## src/rtl/mem_consts.svh

```systemverilog
`ifndef MEM_CONSTS_SVH
`define MEM_CONSTS_SVH

// Bus widths
`define WORD_W 32
`define ADDR_W 32

// Cache sizes in one-word lines, power of two
`define ICACHE_DEPTH 32
`define DCACHE_DEPTH 32

// Data accesses with this address bit set bypass the data cache
`define PERIPH_BIT 31

`endif

```

## src/rtl/bus_pkg.sv

```systemverilog
`include "mem_consts.svh"

package bus_pkg;

    typedef logic [`WORD_W-1:0] word_t;
    typedef logic [`ADDR_W-1:0] addr_t;

    // Classic Wishbone master outputs, stb is a copy of cyc
    typedef struct packed {
        logic  cyc;
        logic  we;
        addr_t addr;
        word_t wdata;
    } wb_req_t;

endpackage

```

## src/rtl/cache_pkg.sv

```systemverilog
`include "mem_consts.svh"

package cache_pkg;

    // Access request, rd and wr are levels held until ack
    typedef struct packed {
        logic           rd;
        logic           wr;
        bus_pkg::addr_t addr;
        bus_pkg::word_t wdata;
    } mem_req_t;

    // Ack is a single-cycle pulse
    typedef struct packed {
        logic           ack;
        bus_pkg::word_t rdata;
    } mem_rsp_t;

    typedef enum logic [1:0] {
        IDLE,
        LOOKUP,
        REFILL,
        WRITE
    } cache_state_e;

    typedef enum logic [1:0] {
        ARB_IDLE,
        ARB_ICACHE,
        ARB_DCACHE
    } arb_state_e;

endpackage

```

## src/rtl/cache_arbiter.sv

```systemverilog
`timescale 1ns/10ps

module cache_arbiter (
    input  logic                clk,
    input  logic                rst_n,
    input  cache_pkg::mem_req_t icache_req_i,
    output cache_pkg::mem_rsp_t icache_rsp_o,
    input  cache_pkg::mem_req_t dcache_req_i,
    output cache_pkg::mem_rsp_t dcache_rsp_o,
    output bus_pkg::wb_req_t    bus_req_o,
    input  logic                bus_ack_i,
    input  bus_pkg::word_t      bus_rdata_i
);
    import cache_pkg::*;

    arb_state_e state_q;
    logic       icache_cyc;
    logic       dcache_cyc;

    assign icache_cyc = icache_req_i.rd || icache_req_i.wr;
    assign dcache_cyc = dcache_req_i.rd || dcache_req_i.wr;

    // Fixed priority where the data cache wins a tie
    always_ff @(posedge clk) begin
        if (!rst_n) begin
            state_q <= ARB_IDLE;
        end else begin
            case (state_q)
                ARB_IDLE: begin
                    if (dcache_cyc) begin
                        state_q <= ARB_DCACHE;
                    end else if (icache_cyc) begin
                        state_q <= ARB_ICACHE;
                    end
                end
                ARB_ICACHE: begin
                    if (bus_ack_i) begin
                        state_q <= ARB_IDLE;
                    end
                end
                ARB_DCACHE: begin
                    if (bus_ack_i) begin
                        state_q <= ARB_IDLE;
                    end
                end
                default: state_q <= ARB_IDLE;
            endcase
        end
    end

    always_comb begin
        case (state_q)
            ARB_ICACHE: begin
                bus_req_o.cyc   = icache_cyc;
                bus_req_o.we    = icache_req_i.wr;
                bus_req_o.addr  = icache_req_i.addr;
                bus_req_o.wdata = icache_req_i.wdata;
            end
            ARB_DCACHE: begin
                bus_req_o.cyc   = dcache_cyc;
                bus_req_o.we    = dcache_req_i.wr;
                bus_req_o.addr  = dcache_req_i.addr;
                bus_req_o.wdata = dcache_req_i.wdata;
            end
            default: bus_req_o = '0;
        endcase
    end

    assign icache_rsp_o.ack   = bus_ack_i && (state_q == ARB_ICACHE);
    assign icache_rsp_o.rdata = bus_rdata_i;
    assign dcache_rsp_o.ack   = bus_ack_i && (state_q == ARB_DCACHE);
    assign dcache_rsp_o.rdata = bus_rdata_i;

    // The granted cache keeps its request steady until ack
    a_grant_stable: assert property (@(posedge clk) disable iff (!rst_n)
        bus_req_o.cyc && !bus_ack_i |=>
            state_q == $past(state_q) && $stable(bus_req_o));

endmodule

```

## src/rtl/dcache.sv

```systemverilog
`timescale 1ns/10ps
`include "mem_consts.svh"

module dcache #(
    parameter int DEPTH = `DCACHE_DEPTH
) (
    input  logic                clk,
    input  logic                rst_n,
    input  cache_pkg::mem_req_t req_i,
    output cache_pkg::mem_rsp_t rsp_o,
    output cache_pkg::mem_req_t mem_req_o,
    input  cache_pkg::mem_rsp_t mem_rsp_i
);
    import bus_pkg::*;
    import cache_pkg::*;

    localparam int IDX_W = $clog2(DEPTH);
    localparam int TAG_W = `ADDR_W - IDX_W - 2;

    logic [TAG_W-1:0] tag_mem [DEPTH];
    word_t            data_mem [DEPTH];
    logic [DEPTH-1:0] valid_q;

    cache_state_e     state_q;
    addr_t            addr_q;
    word_t            wdata_q;
    word_t            rdata_q;
    logic             ack_q;

    logic [IDX_W-1:0] req_idx;
    logic [TAG_W-1:0] req_tag;
    logic [IDX_W-1:0] fill_idx;
    logic [TAG_W-1:0] fill_tag;
    logic             hit;

    assign req_idx  = req_i.addr[IDX_W+1:2];
    assign req_tag  = req_i.addr[`ADDR_W-1:IDX_W+2];
    assign fill_idx = addr_q[IDX_W+1:2];
    assign fill_tag = addr_q[`ADDR_W-1:IDX_W+2];

    assign hit = valid_q[req_idx] && (tag_mem[req_idx] == req_tag);

    always_ff @(posedge clk) begin
        if (!rst_n) begin
            state_q <= IDLE;
            valid_q <= '0;
            ack_q   <= 1'b0;
        end else begin
            ack_q <= 1'b0;
            case (state_q)
                IDLE: begin
                    if (req_i.wr) begin
                        state_q <= WRITE;
                    end else if (req_i.rd) begin
                        if (hit) begin
                            ack_q   <= 1'b1;
                            state_q <= LOOKUP;
                        end else begin
                            state_q <= REFILL;
                        end
                    end
                end
                LOOKUP: state_q <= IDLE;
                REFILL: begin
                    if (mem_rsp_i.ack) begin
                        valid_q[fill_idx] <= 1'b1;
                        ack_q             <= 1'b1;
                        state_q           <= LOOKUP;
                    end
                end
                // Write through, the line is not allocated on a miss
                WRITE: begin
                    if (mem_rsp_i.ack) begin
                        ack_q   <= 1'b1;
                        state_q <= LOOKUP;
                    end
                end
                default: state_q <= IDLE;
            endcase
        end
    end

    always_ff @(posedge clk) begin
        if (state_q == IDLE) begin
            addr_q  <= req_i.addr;
            wdata_q <= req_i.wdata;
            if (req_i.rd && hit) begin
                rdata_q <= data_mem[req_idx];
            end
            // Write hit keeps the line in step with memory
            if (req_i.wr && hit) begin
                data_mem[req_idx] <= req_i.wdata;
            end
        end
        if (state_q == REFILL && mem_rsp_i.ack) begin
            tag_mem[fill_idx]  <= fill_tag;
            data_mem[fill_idx] <= mem_rsp_i.rdata;
            rdata_q            <= mem_rsp_i.rdata;
        end
    end

    assign rsp_o.ack   = ack_q;
    assign rsp_o.rdata = rdata_q;

    assign mem_req_o.rd    = (state_q == REFILL);
    assign mem_req_o.wr    = (state_q == WRITE);
    assign mem_req_o.addr  = addr_q;
    assign mem_req_o.wdata = wdata_q;

    a_no_rd_wr: assert property (@(posedge clk) disable iff (!rst_n)
        !(req_i.rd && req_i.wr));

endmodule

```

## src/rtl/icache.sv

```systemverilog
`timescale 1ns/10ps
`include "mem_consts.svh"

module icache #(
    parameter int DEPTH = `ICACHE_DEPTH
) (
    input  logic                clk,
    input  logic                rst_n,
    input  cache_pkg::mem_req_t req_i,
    input  logic                flush_i,
    output cache_pkg::mem_rsp_t rsp_o,
    output cache_pkg::mem_req_t mem_req_o,
    input  cache_pkg::mem_rsp_t mem_rsp_i
);
    import bus_pkg::*;
    import cache_pkg::*;

    localparam int IDX_W = $clog2(DEPTH);
    localparam int TAG_W = `ADDR_W - IDX_W - 2;

    logic [TAG_W-1:0] tag_mem [DEPTH];
    word_t            data_mem [DEPTH];
    logic [DEPTH-1:0] valid_q;

    cache_state_e     state_q;
    addr_t            addr_q;
    word_t            rdata_q;
    logic             ack_q;
    logic             cancel_q;
    logic             cancel;

    logic [IDX_W-1:0] req_idx;
    logic [TAG_W-1:0] req_tag;
    logic [IDX_W-1:0] fill_idx;
    logic [TAG_W-1:0] fill_tag;
    logic             hit;

    // Word address split into index and tag
    assign req_idx  = req_i.addr[IDX_W+1:2];
    assign req_tag  = req_i.addr[`ADDR_W-1:IDX_W+2];
    assign fill_idx = addr_q[IDX_W+1:2];
    assign fill_tag = addr_q[`ADDR_W-1:IDX_W+2];

    assign hit    = valid_q[req_idx] && (tag_mem[req_idx] == req_tag);
    assign cancel = cancel_q || flush_i;

    always_ff @(posedge clk) begin
        if (!rst_n) begin
            state_q  <= IDLE;
            valid_q  <= '0;
            ack_q    <= 1'b0;
            cancel_q <= 1'b0;
        end else begin
            ack_q <= 1'b0;
            case (state_q)
                IDLE: begin
                    cancel_q <= 1'b0;
                    if (req_i.rd && !flush_i) begin
                        if (hit) begin
                            ack_q   <= 1'b1;
                            state_q <= LOOKUP;
                        end else begin
                            state_q <= REFILL;
                        end
                    end
                end
                // Ack cycle while the fetch port still shows the old request
                LOOKUP: state_q <= IDLE;
                REFILL: begin
                    if (flush_i) begin
                        cancel_q <= 1'b1;
                    end
                    if (mem_rsp_i.ack) begin
                        valid_q[fill_idx] <= 1'b1;
                        ack_q             <= !cancel;
                        state_q           <= cancel ? IDLE : LOOKUP;
                    end
                end
                default: state_q <= IDLE;
            endcase
        end
    end

    always_ff @(posedge clk) begin
        if (state_q == IDLE) begin
            addr_q <= req_i.addr;
            if (hit) begin
                rdata_q <= data_mem[req_idx];
            end
        end
        // Line fill is done even for a cancelled fetch
        if (state_q == REFILL && mem_rsp_i.ack) begin
            tag_mem[fill_idx]  <= fill_tag;
            data_mem[fill_idx] <= mem_rsp_i.rdata;
            rdata_q            <= mem_rsp_i.rdata;
        end
    end

    assign rsp_o.ack   = ack_q;
    assign rsp_o.rdata = rdata_q;

    assign mem_req_o.rd    = (state_q == REFILL);
    assign mem_req_o.wr    = 1'b0;
    assign mem_req_o.addr  = addr_q;
    assign mem_req_o.wdata = '0;

    // A memory ack only answers the pending refill read
    a_ack_on_refill_read: assert property (@(posedge clk) disable iff (!rst_n)
        mem_rsp_i.ack |-> mem_req_o.rd && !mem_req_o.wr);

endmodule

```

## src/rtl/mem_subsystem.sv

```systemverilog
`timescale 1ns/10ps
`include "mem_consts.svh"

module mem_subsystem (
    input  logic                clk,
    input  logic                rst_n,
    input  cache_pkg::mem_req_t ifetch_req_i,
    input  logic                ifetch_flush_i,
    output cache_pkg::mem_rsp_t ifetch_rsp_o,
    input  cache_pkg::mem_req_t data_req_i,
    output cache_pkg::mem_rsp_t data_rsp_o,
    output bus_pkg::wb_req_t    wb_o,
    output logic                stb_o,
    input  logic                ack_i,
    input  bus_pkg::word_t      rdata_i
);
    import bus_pkg::*;
    import cache_pkg::*;

    mem_req_t icache_mem_req;
    mem_rsp_t icache_mem_rsp;
    mem_req_t dcache_core_req;
    mem_rsp_t dcache_core_rsp;
    mem_req_t dcache_mem_req;
    mem_rsp_t dcache_mem_rsp;
    wb_req_t  arb_req;
    logic     arb_ack;

    icache #(
        .DEPTH (`ICACHE_DEPTH)
    ) u_icache (
        .clk       (clk),
        .rst_n     (rst_n),
        .req_i     (ifetch_req_i),
        .flush_i   (ifetch_flush_i),
        .rsp_o     (ifetch_rsp_o),
        .mem_req_o (icache_mem_req),
        .mem_rsp_i (icache_mem_rsp)
    );

    dcache #(
        .DEPTH (`DCACHE_DEPTH)
    ) u_dcache (
        .clk       (clk),
        .rst_n     (rst_n),
        .req_i     (dcache_core_req),
        .rsp_o     (dcache_core_rsp),
        .mem_req_o (dcache_mem_req),
        .mem_rsp_i (dcache_mem_rsp)
    );

    cache_arbiter u_arbiter (
        .clk          (clk),
        .rst_n        (rst_n),
        .icache_req_i (icache_mem_req),
        .icache_rsp_o (icache_mem_rsp),
        .dcache_req_i (dcache_mem_req),
        .dcache_rsp_o (dcache_mem_rsp),
        .bus_req_o    (arb_req),
        .bus_ack_i    (arb_ack),
        .bus_rdata_i  (rdata_i)
    );

    // Owns the Wishbone port, the arbiter only sees ack when it is master
    periph_bridge u_bridge (
        .clk          (clk),
        .rst_n        (rst_n),
        .core_req_i   (data_req_i),
        .core_rsp_o   (data_rsp_o),
        .dcache_req_o (dcache_core_req),
        .dcache_rsp_i (dcache_core_rsp),
        .arb_req_i    (arb_req),
        .arb_ack_o    (arb_ack),
        .wb_o         (wb_o),
        .stb_o        (stb_o),
        .ack_i        (ack_i),
        .rdata_i      (rdata_i)
    );

endmodule

```

## src/rtl/periph_bridge.sv

```systemverilog
`timescale 1ns/10ps
`include "mem_consts.svh"

module periph_bridge (
    input  logic                clk,
    input  logic                rst_n,
    input  cache_pkg::mem_req_t core_req_i,
    output cache_pkg::mem_rsp_t core_rsp_o,
    output cache_pkg::mem_req_t dcache_req_o,
    input  cache_pkg::mem_rsp_t dcache_rsp_i,
    input  bus_pkg::wb_req_t    arb_req_i,
    output logic                arb_ack_o,
    output bus_pkg::wb_req_t    wb_o,
    output logic                stb_o,
    input  logic                ack_i,
    input  bus_pkg::word_t      rdata_i
);
    import bus_pkg::*;

    logic  periph_addr;
    logic  periph_req;
    logic  periph_own;
    logic  lock_q;
    logic  wr_through_q;
    logic  arb_hold_q;
    logic  periph_ack_q;
    word_t periph_rdata_q;

    assign periph_addr = core_req_i.addr[`PERIPH_BIT];
    // Masked in the ack cycle since the core still shows the finished request
    assign periph_req  = periph_addr && (core_req_i.rd || core_req_i.wr) && !periph_ack_q;
    // An arbiter cycle already on the bus is not cut off
    assign periph_own  = lock_q || (periph_req && !arb_hold_q);

    always_comb begin
        dcache_req_o    = core_req_i;
        dcache_req_o.rd = core_req_i.rd && !periph_addr;
        dcache_req_o.wr = core_req_i.wr && !periph_addr;
    end

    always_comb begin
        if (periph_own) begin
            wb_o.cyc   = 1'b1;
            wb_o.we    = core_req_i.wr || wr_through_q;
            wb_o.addr  = core_req_i.addr;
            wb_o.wdata = core_req_i.wdata;
        end else begin
            wb_o = arb_req_i;
        end
    end

    assign stb_o     = wb_o.cyc;
    assign arb_ack_o = ack_i && !periph_own;

    always_ff @(posedge clk) begin
        if (!rst_n) begin
            lock_q       <= 1'b0;
            wr_through_q <= 1'b0;
            arb_hold_q   <= 1'b0;
            periph_ack_q <= 1'b0;
        end else begin
            if (periph_own && !ack_i) begin
                lock_q       <= 1'b1;
                wr_through_q <= core_req_i.wr || wr_through_q;
            end else if (ack_i) begin
                lock_q       <= 1'b0;
                wr_through_q <= 1'b0;
            end
            arb_hold_q   <= !periph_own && arb_req_i.cyc && !ack_i;
            periph_ack_q <= periph_own && ack_i;
        end
    end

    always_ff @(posedge clk) begin
        if (periph_own && ack_i) begin
            periph_rdata_q <= rdata_i;
        end
    end

    assign core_rsp_o.ack   = periph_ack_q || dcache_rsp_i.ack;
    assign core_rsp_o.rdata = periph_ack_q ? periph_rdata_q : dcache_rsp_i.rdata;

    // A pending arbiter cycle stays on the bus unchanged and never under the lock
    a_no_lock_under_arb: assert property (@(posedge clk) disable iff (!rst_n)
        !periph_own && arb_req_i.cyc && !ack_i |=> !lock_q && $stable(wb_o));

endmodule

```

## config.mk

```make
export PLATFORM = sky130hd
export DESIGN_NAME = mem_subsystem
export DESIGN_NICKNAME = d
export VERILOG_FILES = /design/src/rtl/bus_pkg.sv /design/src/rtl/cache_pkg.sv /design/src/rtl/cache_arbiter.sv /design/src/rtl/dcache.sv /design/src/rtl/icache.sv /design/src/rtl/mem_subsystem.sv /design/src/rtl/periph_bridge.sv
export VERILOG_INCLUDE_DIRS = /design/src /design/src/rtl
export SDC_FILE = /design/constraint.sdc
export NUM_CORES = 2
export LEC_CHECK = 0
export BUFFER_PORTS_ARGS = -buffer_cell sky130_fd_sc_hd__buf_2
export CORE_ASPECT_RATIO = 1.25
export CORE_MARGIN = 4
export CORE_UTILIZATION = 67
export DETAILED_ROUTE_END_ITERATION = 8
export PLACE_DENSITY_LB_ADDON = 0.25
export SYNTH_ARGS = -nofsm -noshare
export SYNTH_HDL_FRONTEND = slang
export SYNTH_HIERARCHICAL = 1
export SYNTH_SLANG_ARGS = --single-unit
```

## constraint.sdc

```tcl
create_clock -name clk -period 17.5 [get_ports clk]
set_input_delay 2.625 -clock clk [delete_from_list [all_inputs] [get_ports clk]]
set_output_delay 2.625 -clock clk [all_outputs]
set_load 0.02 [all_outputs]
```

Word-level counts from Yosys, hierarchy flattened
Memory sizes are Yosys's and may differ from the RTL's.
Index checks and enable logic that the tools add are counted.
- magnitude comparators: 6
- equality and inequality tests: 15
- multiplexer cells: 55
- bitwise gates (word level): 2
- reduce and logical (&&, ||, !) cells: 54
- operator list (kind ; number):
    2-to-1 mux 32 bit ; 8
    case mux 66 bit (2 select lines) ; 1
    2-to-1 mux 66 bit ; 1
    bitwise OR 32 bit ; 2
    == test 25 bit ; 2
    OR reduction 32 bit ; 1
    < comparator 5 x 6 -> 1 bit (second input constant) ; 4
    2-to-1 mux 1 bit ; 24
    logical AND 1 bit ; 21
    2-to-1 mux 2 bit ; 10
    AND reduction 2 bit ; 8
    nonzero test 2 bit ; 6
    binary-select mux 1 bit (select 5 bit) ; 2
    demux 1 bit (select 5 bit) ; 2
    greater-or-equal comparator 5 x 1 -> 1 bit (second input constant) ; 2
    == test 2 bit (second input constant) ; 4
    case mux 2 bit (2 select lines) ; 2
    logical NOT 1 bit ; 7
    logical NOT 2 bit ; 3
    logical OR 1 bit ; 6
    inequality test 2 x 1 -> 1 bit (second input constant) ; 3
    inequality test 3 x 1 -> 1 bit (second input constant) ; 2
    case mux 1 bit (2 select lines) ; 3
    case mux 2 bit (3 select lines) ; 1
    4 further kinds ; 7
- register bits after elaboration: 269
- bits in writable memories: 3648
- bits of input ports: 168
- word-level logic and storage cells: 154
- memories: 4
- memories (memory ; words ; bits a word ; rd ports ; clocked after memory_dff ; wr ports ; RTL line ; text):
    u_dcache.data_mem ; 32 ; 32 ; 1 ; 0 ; 1 ; dcache.sv:21 ; word_t data_mem [DEPTH];
    u_icache.data_mem ; 32 ; 32 ; 1 ; 0 ; 1 ; icache.sv:22 ; word_t data_mem [DEPTH];
    u_dcache.tag_mem ; 32 ; 25 ; 1 ; 0 ; 1 ; dcache.sv:20 ; logic [TAG_W-1:0] tag_mem [DEPTH];
    u_icache.tag_mem ; 32 ; 25 ; 1 ; 0 ; 1 ; icache.sv:21 ; logic [TAG_W-1:0] tag_mem [DEPTH];

Logic depth before layout (Yosys ltp)
- depth after elaboration: 13
- depth in mapped cells: 16

By module
Netlist, hierarchy kept.
- by module, submodules not included (module ; times used ; cells each ; area an instance (µm²) ; sequential area each (µm²)):
    dcache ; 1 ; 3598 ; 75291.0 ; 58356.0
    icache ; 1 ; 3145 ; 73281.5 ; 57415.1
    periph_bridge ; 1 ; 230 ; 2835.2 ; 1041.0
    cache_arbiter ; 1 ; 238 ; 1656.6 ; 40.0

Least setup slack after synthesis
Ideal clock, no wire load.
- path kind: in2reg
- start point: in data_req_i[64] (netlist name)
- end point: mem u_dcache/tag_mem[3][0] (netlist name) (enable)
- library setup time: 474 ps
- arrival time: 7240 ps
- required time: 17026 ps
- slack: 9786 ps
- stages on the path: 11
- path buffers: 4
- cells stage by stage: or2_1 > a21oi_2 > buf_6 > buf_6 > and2_1 > and2_1 > and3_1 > clkbuf_1 > buf_1 > nand3_1 > nor4_1
- RTL lines (element ; RTL line ; text):
    start, declared ; mem_subsystem.sv:10 ; input cache_pkg::mem_req_t data_req_i,
    end, declared ; dcache.sv:20 ;

Final worst setup path
- start point: in ifetch_req_i[35] (netlist name)
- end point: reg u_icache.rdata_q[22] (enable)
- longest elaborated chain between the ends: 5
- elaborated cells on any way between the ends: 7
- classes of those cells: eq/ne: 1; mux: 2; reduce/logical: 3; memory: 1
- RTL lines (element ; RTL line ; text):
    start, declared ; mem_subsystem.sv:7 ; input cache_pkg::mem_req_t ifetch_req_i,
    memory (32 x 25 bit) or binary-select mux 1 bit (select 5 bit) (tied branches) ; n/a ;
    == test 25 bit or 2-to-1 mux 1 bit (tied branches) ; icache.sv:44 ; assign hit = valid_q[req_idx] && (tag_mem[req_idx] == req_tag);
    logical AND 1 bit (*) ; icache.sv:44 ;
    nonzero test 2 bit (no line) (*) ; n/a ;
    AND reduction 2 bit (no line) (*) ; n/a ;
    end signal, assigned ; icache.sv:88 ; rdata_q <= data_mem[req_idx];
    end signal, assigned ; icache.sv:95 ; rdata_q <= mem_rsp_i.rdata;
    end, declared ; icache.sv:27 ; word_t rdata_q;
Every way passes the cells marked *; elsewhere a longest branch is shown, timed or not. The select of a mux whose other input is x is not followed.
A chain may end at the register's enable or synchronous reset.

==> key figures <==
Floorplan
  – Boundary Pins: 301
  – Rows: 195
  – Core Region: 0.227 mm2
  – Die height: 542 um
  – Die footprint: 0.236 mm2
  – Initial Utilization: 67.5%
  – Die width: 436 um

Clocking
  – Htree depth: 5
  – Clock sink count: 3917
  – CTS tree: yes
  – CTS clk-pin slew, worst paths: 0.06 ns
  – Number of buffers added for setup after CTS: 0
  – Clk root buf: clkbuf_16
  – Hold-fix buffers, CTS: 0
  – Post-CTS Resized: 0
  – Clk_lat worst skew: 0.91 ns
  – CTS Buffer Depth: 4
  – CTS Buf Count: 357

Critical path
  – CP Launch Type: input port
  – Crit Path Max Fanout: 101
  – Critical path arrival: 9.16 ns
  – CP Data Required Time: 17.99 ns
  – CP Capture Type: register
  – WS Path Type: in -> reg

Route
  – Via count: 79339
  – DRC: 0
  – Vias/cell: 7.36
  – 1st-iter DRT viols: 12486
  – Antenna Violating Nets Remaining: 0
  – Drt wl/cell: 39.2 um
  – Total Wirelength: 422000 um
  – DR pass1 iterations: 6

STA
  – Final-report max-slew violation count: 0
  – Period utilisation layout: 49.5%
  – Final worst slack: 8.83 ns
  – RSZ-0062 raised after global routing: false
  – Endpoints failing setup: 0
  – Setup tns final: 0 ns
  – Final Hold Fails: 0
  – Worst-margin pin slew: 1.32 ns
  – Min Clock Period, post-route: 8.67 ns
  – Worst rel slew slack: 11.7%
  – Clock skew: 0.0481 ns
  – Fmax: 115 MHz

Logic synthesis
  – Synth Register Bits: 3917
  – Number of synthesized flops with an enable pin: 3840
  – Synthesized cell area: 0.153 mm2
  – Synth Flop Type: edfxtp_1
  – Synth Instances: 7211
  – Post-synth ARST share: 0%
  – YS warnings: 6
  – Mean post-synth cell area: 21.2 um2
  – Sequential fraction of the synthesis area: 76.3%
  – Netlist cell types: 82

Placed design
  – Cell Area, Placed: 0.158 mm2
  – Placed cells: 10133
  – I/O Buffers: 267
  – Setup WS pre-CTS: 8.34 ns
  – RePlAce Congestion: 0.871
  – Final HPWL DP: 213000 um

Power and ir drop
  – Power per cell area: 114 mW/mm2
  – Leak: 54.2 nW
  – Worst vdd ir: 0.108 mV

Min path
  – Hold Crit Class: reg -> reg

GRT
  – Number of global-route vias before repair: 80263
  – Total track usage: 35.9%
  – Largest net degree at the start of global routing: 103
  – First-pass GRT wire length: 593000 um
  – Initial antenna violation count: 39
  – Total grt overflow: 0

Finish
  – Non-Filler Instances: 10780
  – Final nets: 7708
  – Register area: 0.117 mm2
  – Filler cell count: 11657
  – Fin util: 74.5%
  – Synthesis-to-finish area growth: 10.4%
  – Layout cell share with drive strength beyond 1: 26.9%
  – Cell area after layout: 0.169 mm2
  – Area of the multi-input gates: 0.0341 mm2

Flow run
  – Max Cap Viol: 0

Status
  – Outcome: complete, no violations
## cells by family (layout without fill, tap and decap cells)
family	count (synthesis)	in the layout	synth area share (%)
other	1	43	0.00245
flip-flops	3917	3917	76.3
XOR/XNOR	46	46	0.268
buffers and inverters	564	1136	2.09
adder cells (fa/ha/maj)	3	3	0.0245
AND/OR/NAND/NOR	685	685	2.12
multiplexers	1427	1427	16.6
AO/OA/AOI/OAI	568	568	2.53
## through the flow
stage               total power, mW  hold slack (ns)
finish                         19.2            0.467
global route                   19.8            0.481
CTS                            19.3            0.468
detailed placement             11.8            0.453
global placement               11.8            0.441
floorplan                      11.4            0.435
## critical path, cell delays in order
cell and delay, ns:
buf_8 0.51, buf_12 0.51, buf_4 0.79, mux4_2 0.58, nor3b_1 0.15, a41o_1 0.23, a211oi_1 0.42, xnor2_1 0.15
nor4_1 0.80, nand4_1 0.20, nor4_2 0.77, a21o_2 0.25, buf_4 0.63
## report_power, final
group | total (mW) | switching (mW) | internal (mW)
combinational | 1.10 | 0.704 | 0.398
sequential | 10.5 | 0.108 | 10.4
clock | 7.62 | 3.38 | 4.24
## registers in the layout (all words and copies together), names as in the netlist, 32 cells and up
signal                   cells
u_icache/tag_mem           800
u_icache/rdata_q            32
u_dcache/data_mem         1024
u_bridge/periph_rdata_q     32
u_dcache/addr_q             32
u_dcache/tag_mem           800
u_dcache/rdata_q            32
u_icache/valid_q            32
u_icache/data_mem         1024
u_dcache/wdata_q            32
u_dcache/valid_q            32
u_icache/addr_q             32
## final cells by class
cell class / count / area share, %
Clock inverter: 204 / 1.04
Sequential cell: 3917 / 69.2
Antenna cell: 10 / 0.0148
Clock buffer: 433 / 5.56
Multi-Input combinational cell: 2762 / 20.2
Tap cell: 2955 / 2.19
Timing Repair Buffer: 489 / 1.84
Inverter: 10 / 0.0252
## layer usage
metal  GRT usage (%)  part of all wire [%]  vias to the layer above
met5               0                 0.021                        -
met4            20.9                   7.1                       12
met3            7.23                    12                     1483
met2            58.5                    49                     6862
met1            45.8                    31                    40613
li1                -                     -                    30369
## path summary, 6_finish.rpt
| kind | startpoint | endpoint | slack [ns] | cells after the start |
|---|---|---|---|---|
| min | u_icache/valid_q[7] | u_icache/valid_q[7] | 0.47 | 1 |
| max reg2reg | u_arbiter/state_q[1] | u_icache/data_mem[29][30] | 12.13 | 11 |
| min reg2reg | u_icache/valid_q[7] | u_icache/valid_q[7] | 0.47 | 1 |
| max | ifetch_req_i[35] | u_icache/rdata_q[22] | 8.83 | 13 |
## layout by cell type, fill, tap and decap left out, types with 33 or more instances in the layout
master	n
o21ai_0	48
conb_1	33
nor2b_1	90
clkinv_2	69
a21oi_1	74
clkbuf_1	68
mux2i_1	438
nor2_1	129
a21oi_4	33
clkbuf_16	365
mux4_2	867
nor2_4	61
xnor2_1	36
o21a_1	34
clkinv_1	72
a22oi_1	249
buf_4	222
dfxtp_1	76
edfxtp_1	3840
nand2_1	241
mux2_2	108
a31oi_1	36
buf_2	258
## cell usage after synthesis, drive strengths merged, types with 13 or more instances
library cell | instances | area (um2)
nand3 | 32 | 165
o21ai | 50 | 250
nor2 | 192 | 723
a22oi | 249 | 1870
o22ai | 33 | 213
buf | 397 | 2560
o21a | 34 | 255
a21oi | 107 | 539
nand2 | 243 | 912
mux2 | 112 | 1280
dfxtp | 77 | 1540
nand2b | 15 | 93.8
xnor2 | 37 | 332
clkbuf | 157 | 591
nor2b | 94 | 596
and2 | 14 | 87.6
a221oi | 13 | 120
a31oi | 36 | 225
edfxtp | 3840 | 115000
nand4 | 16 | 113
mux4 | 877 | 19800
nor4 | 28 | 196
mux2i | 438 | 4380
(Power assumes the default switching activity.)
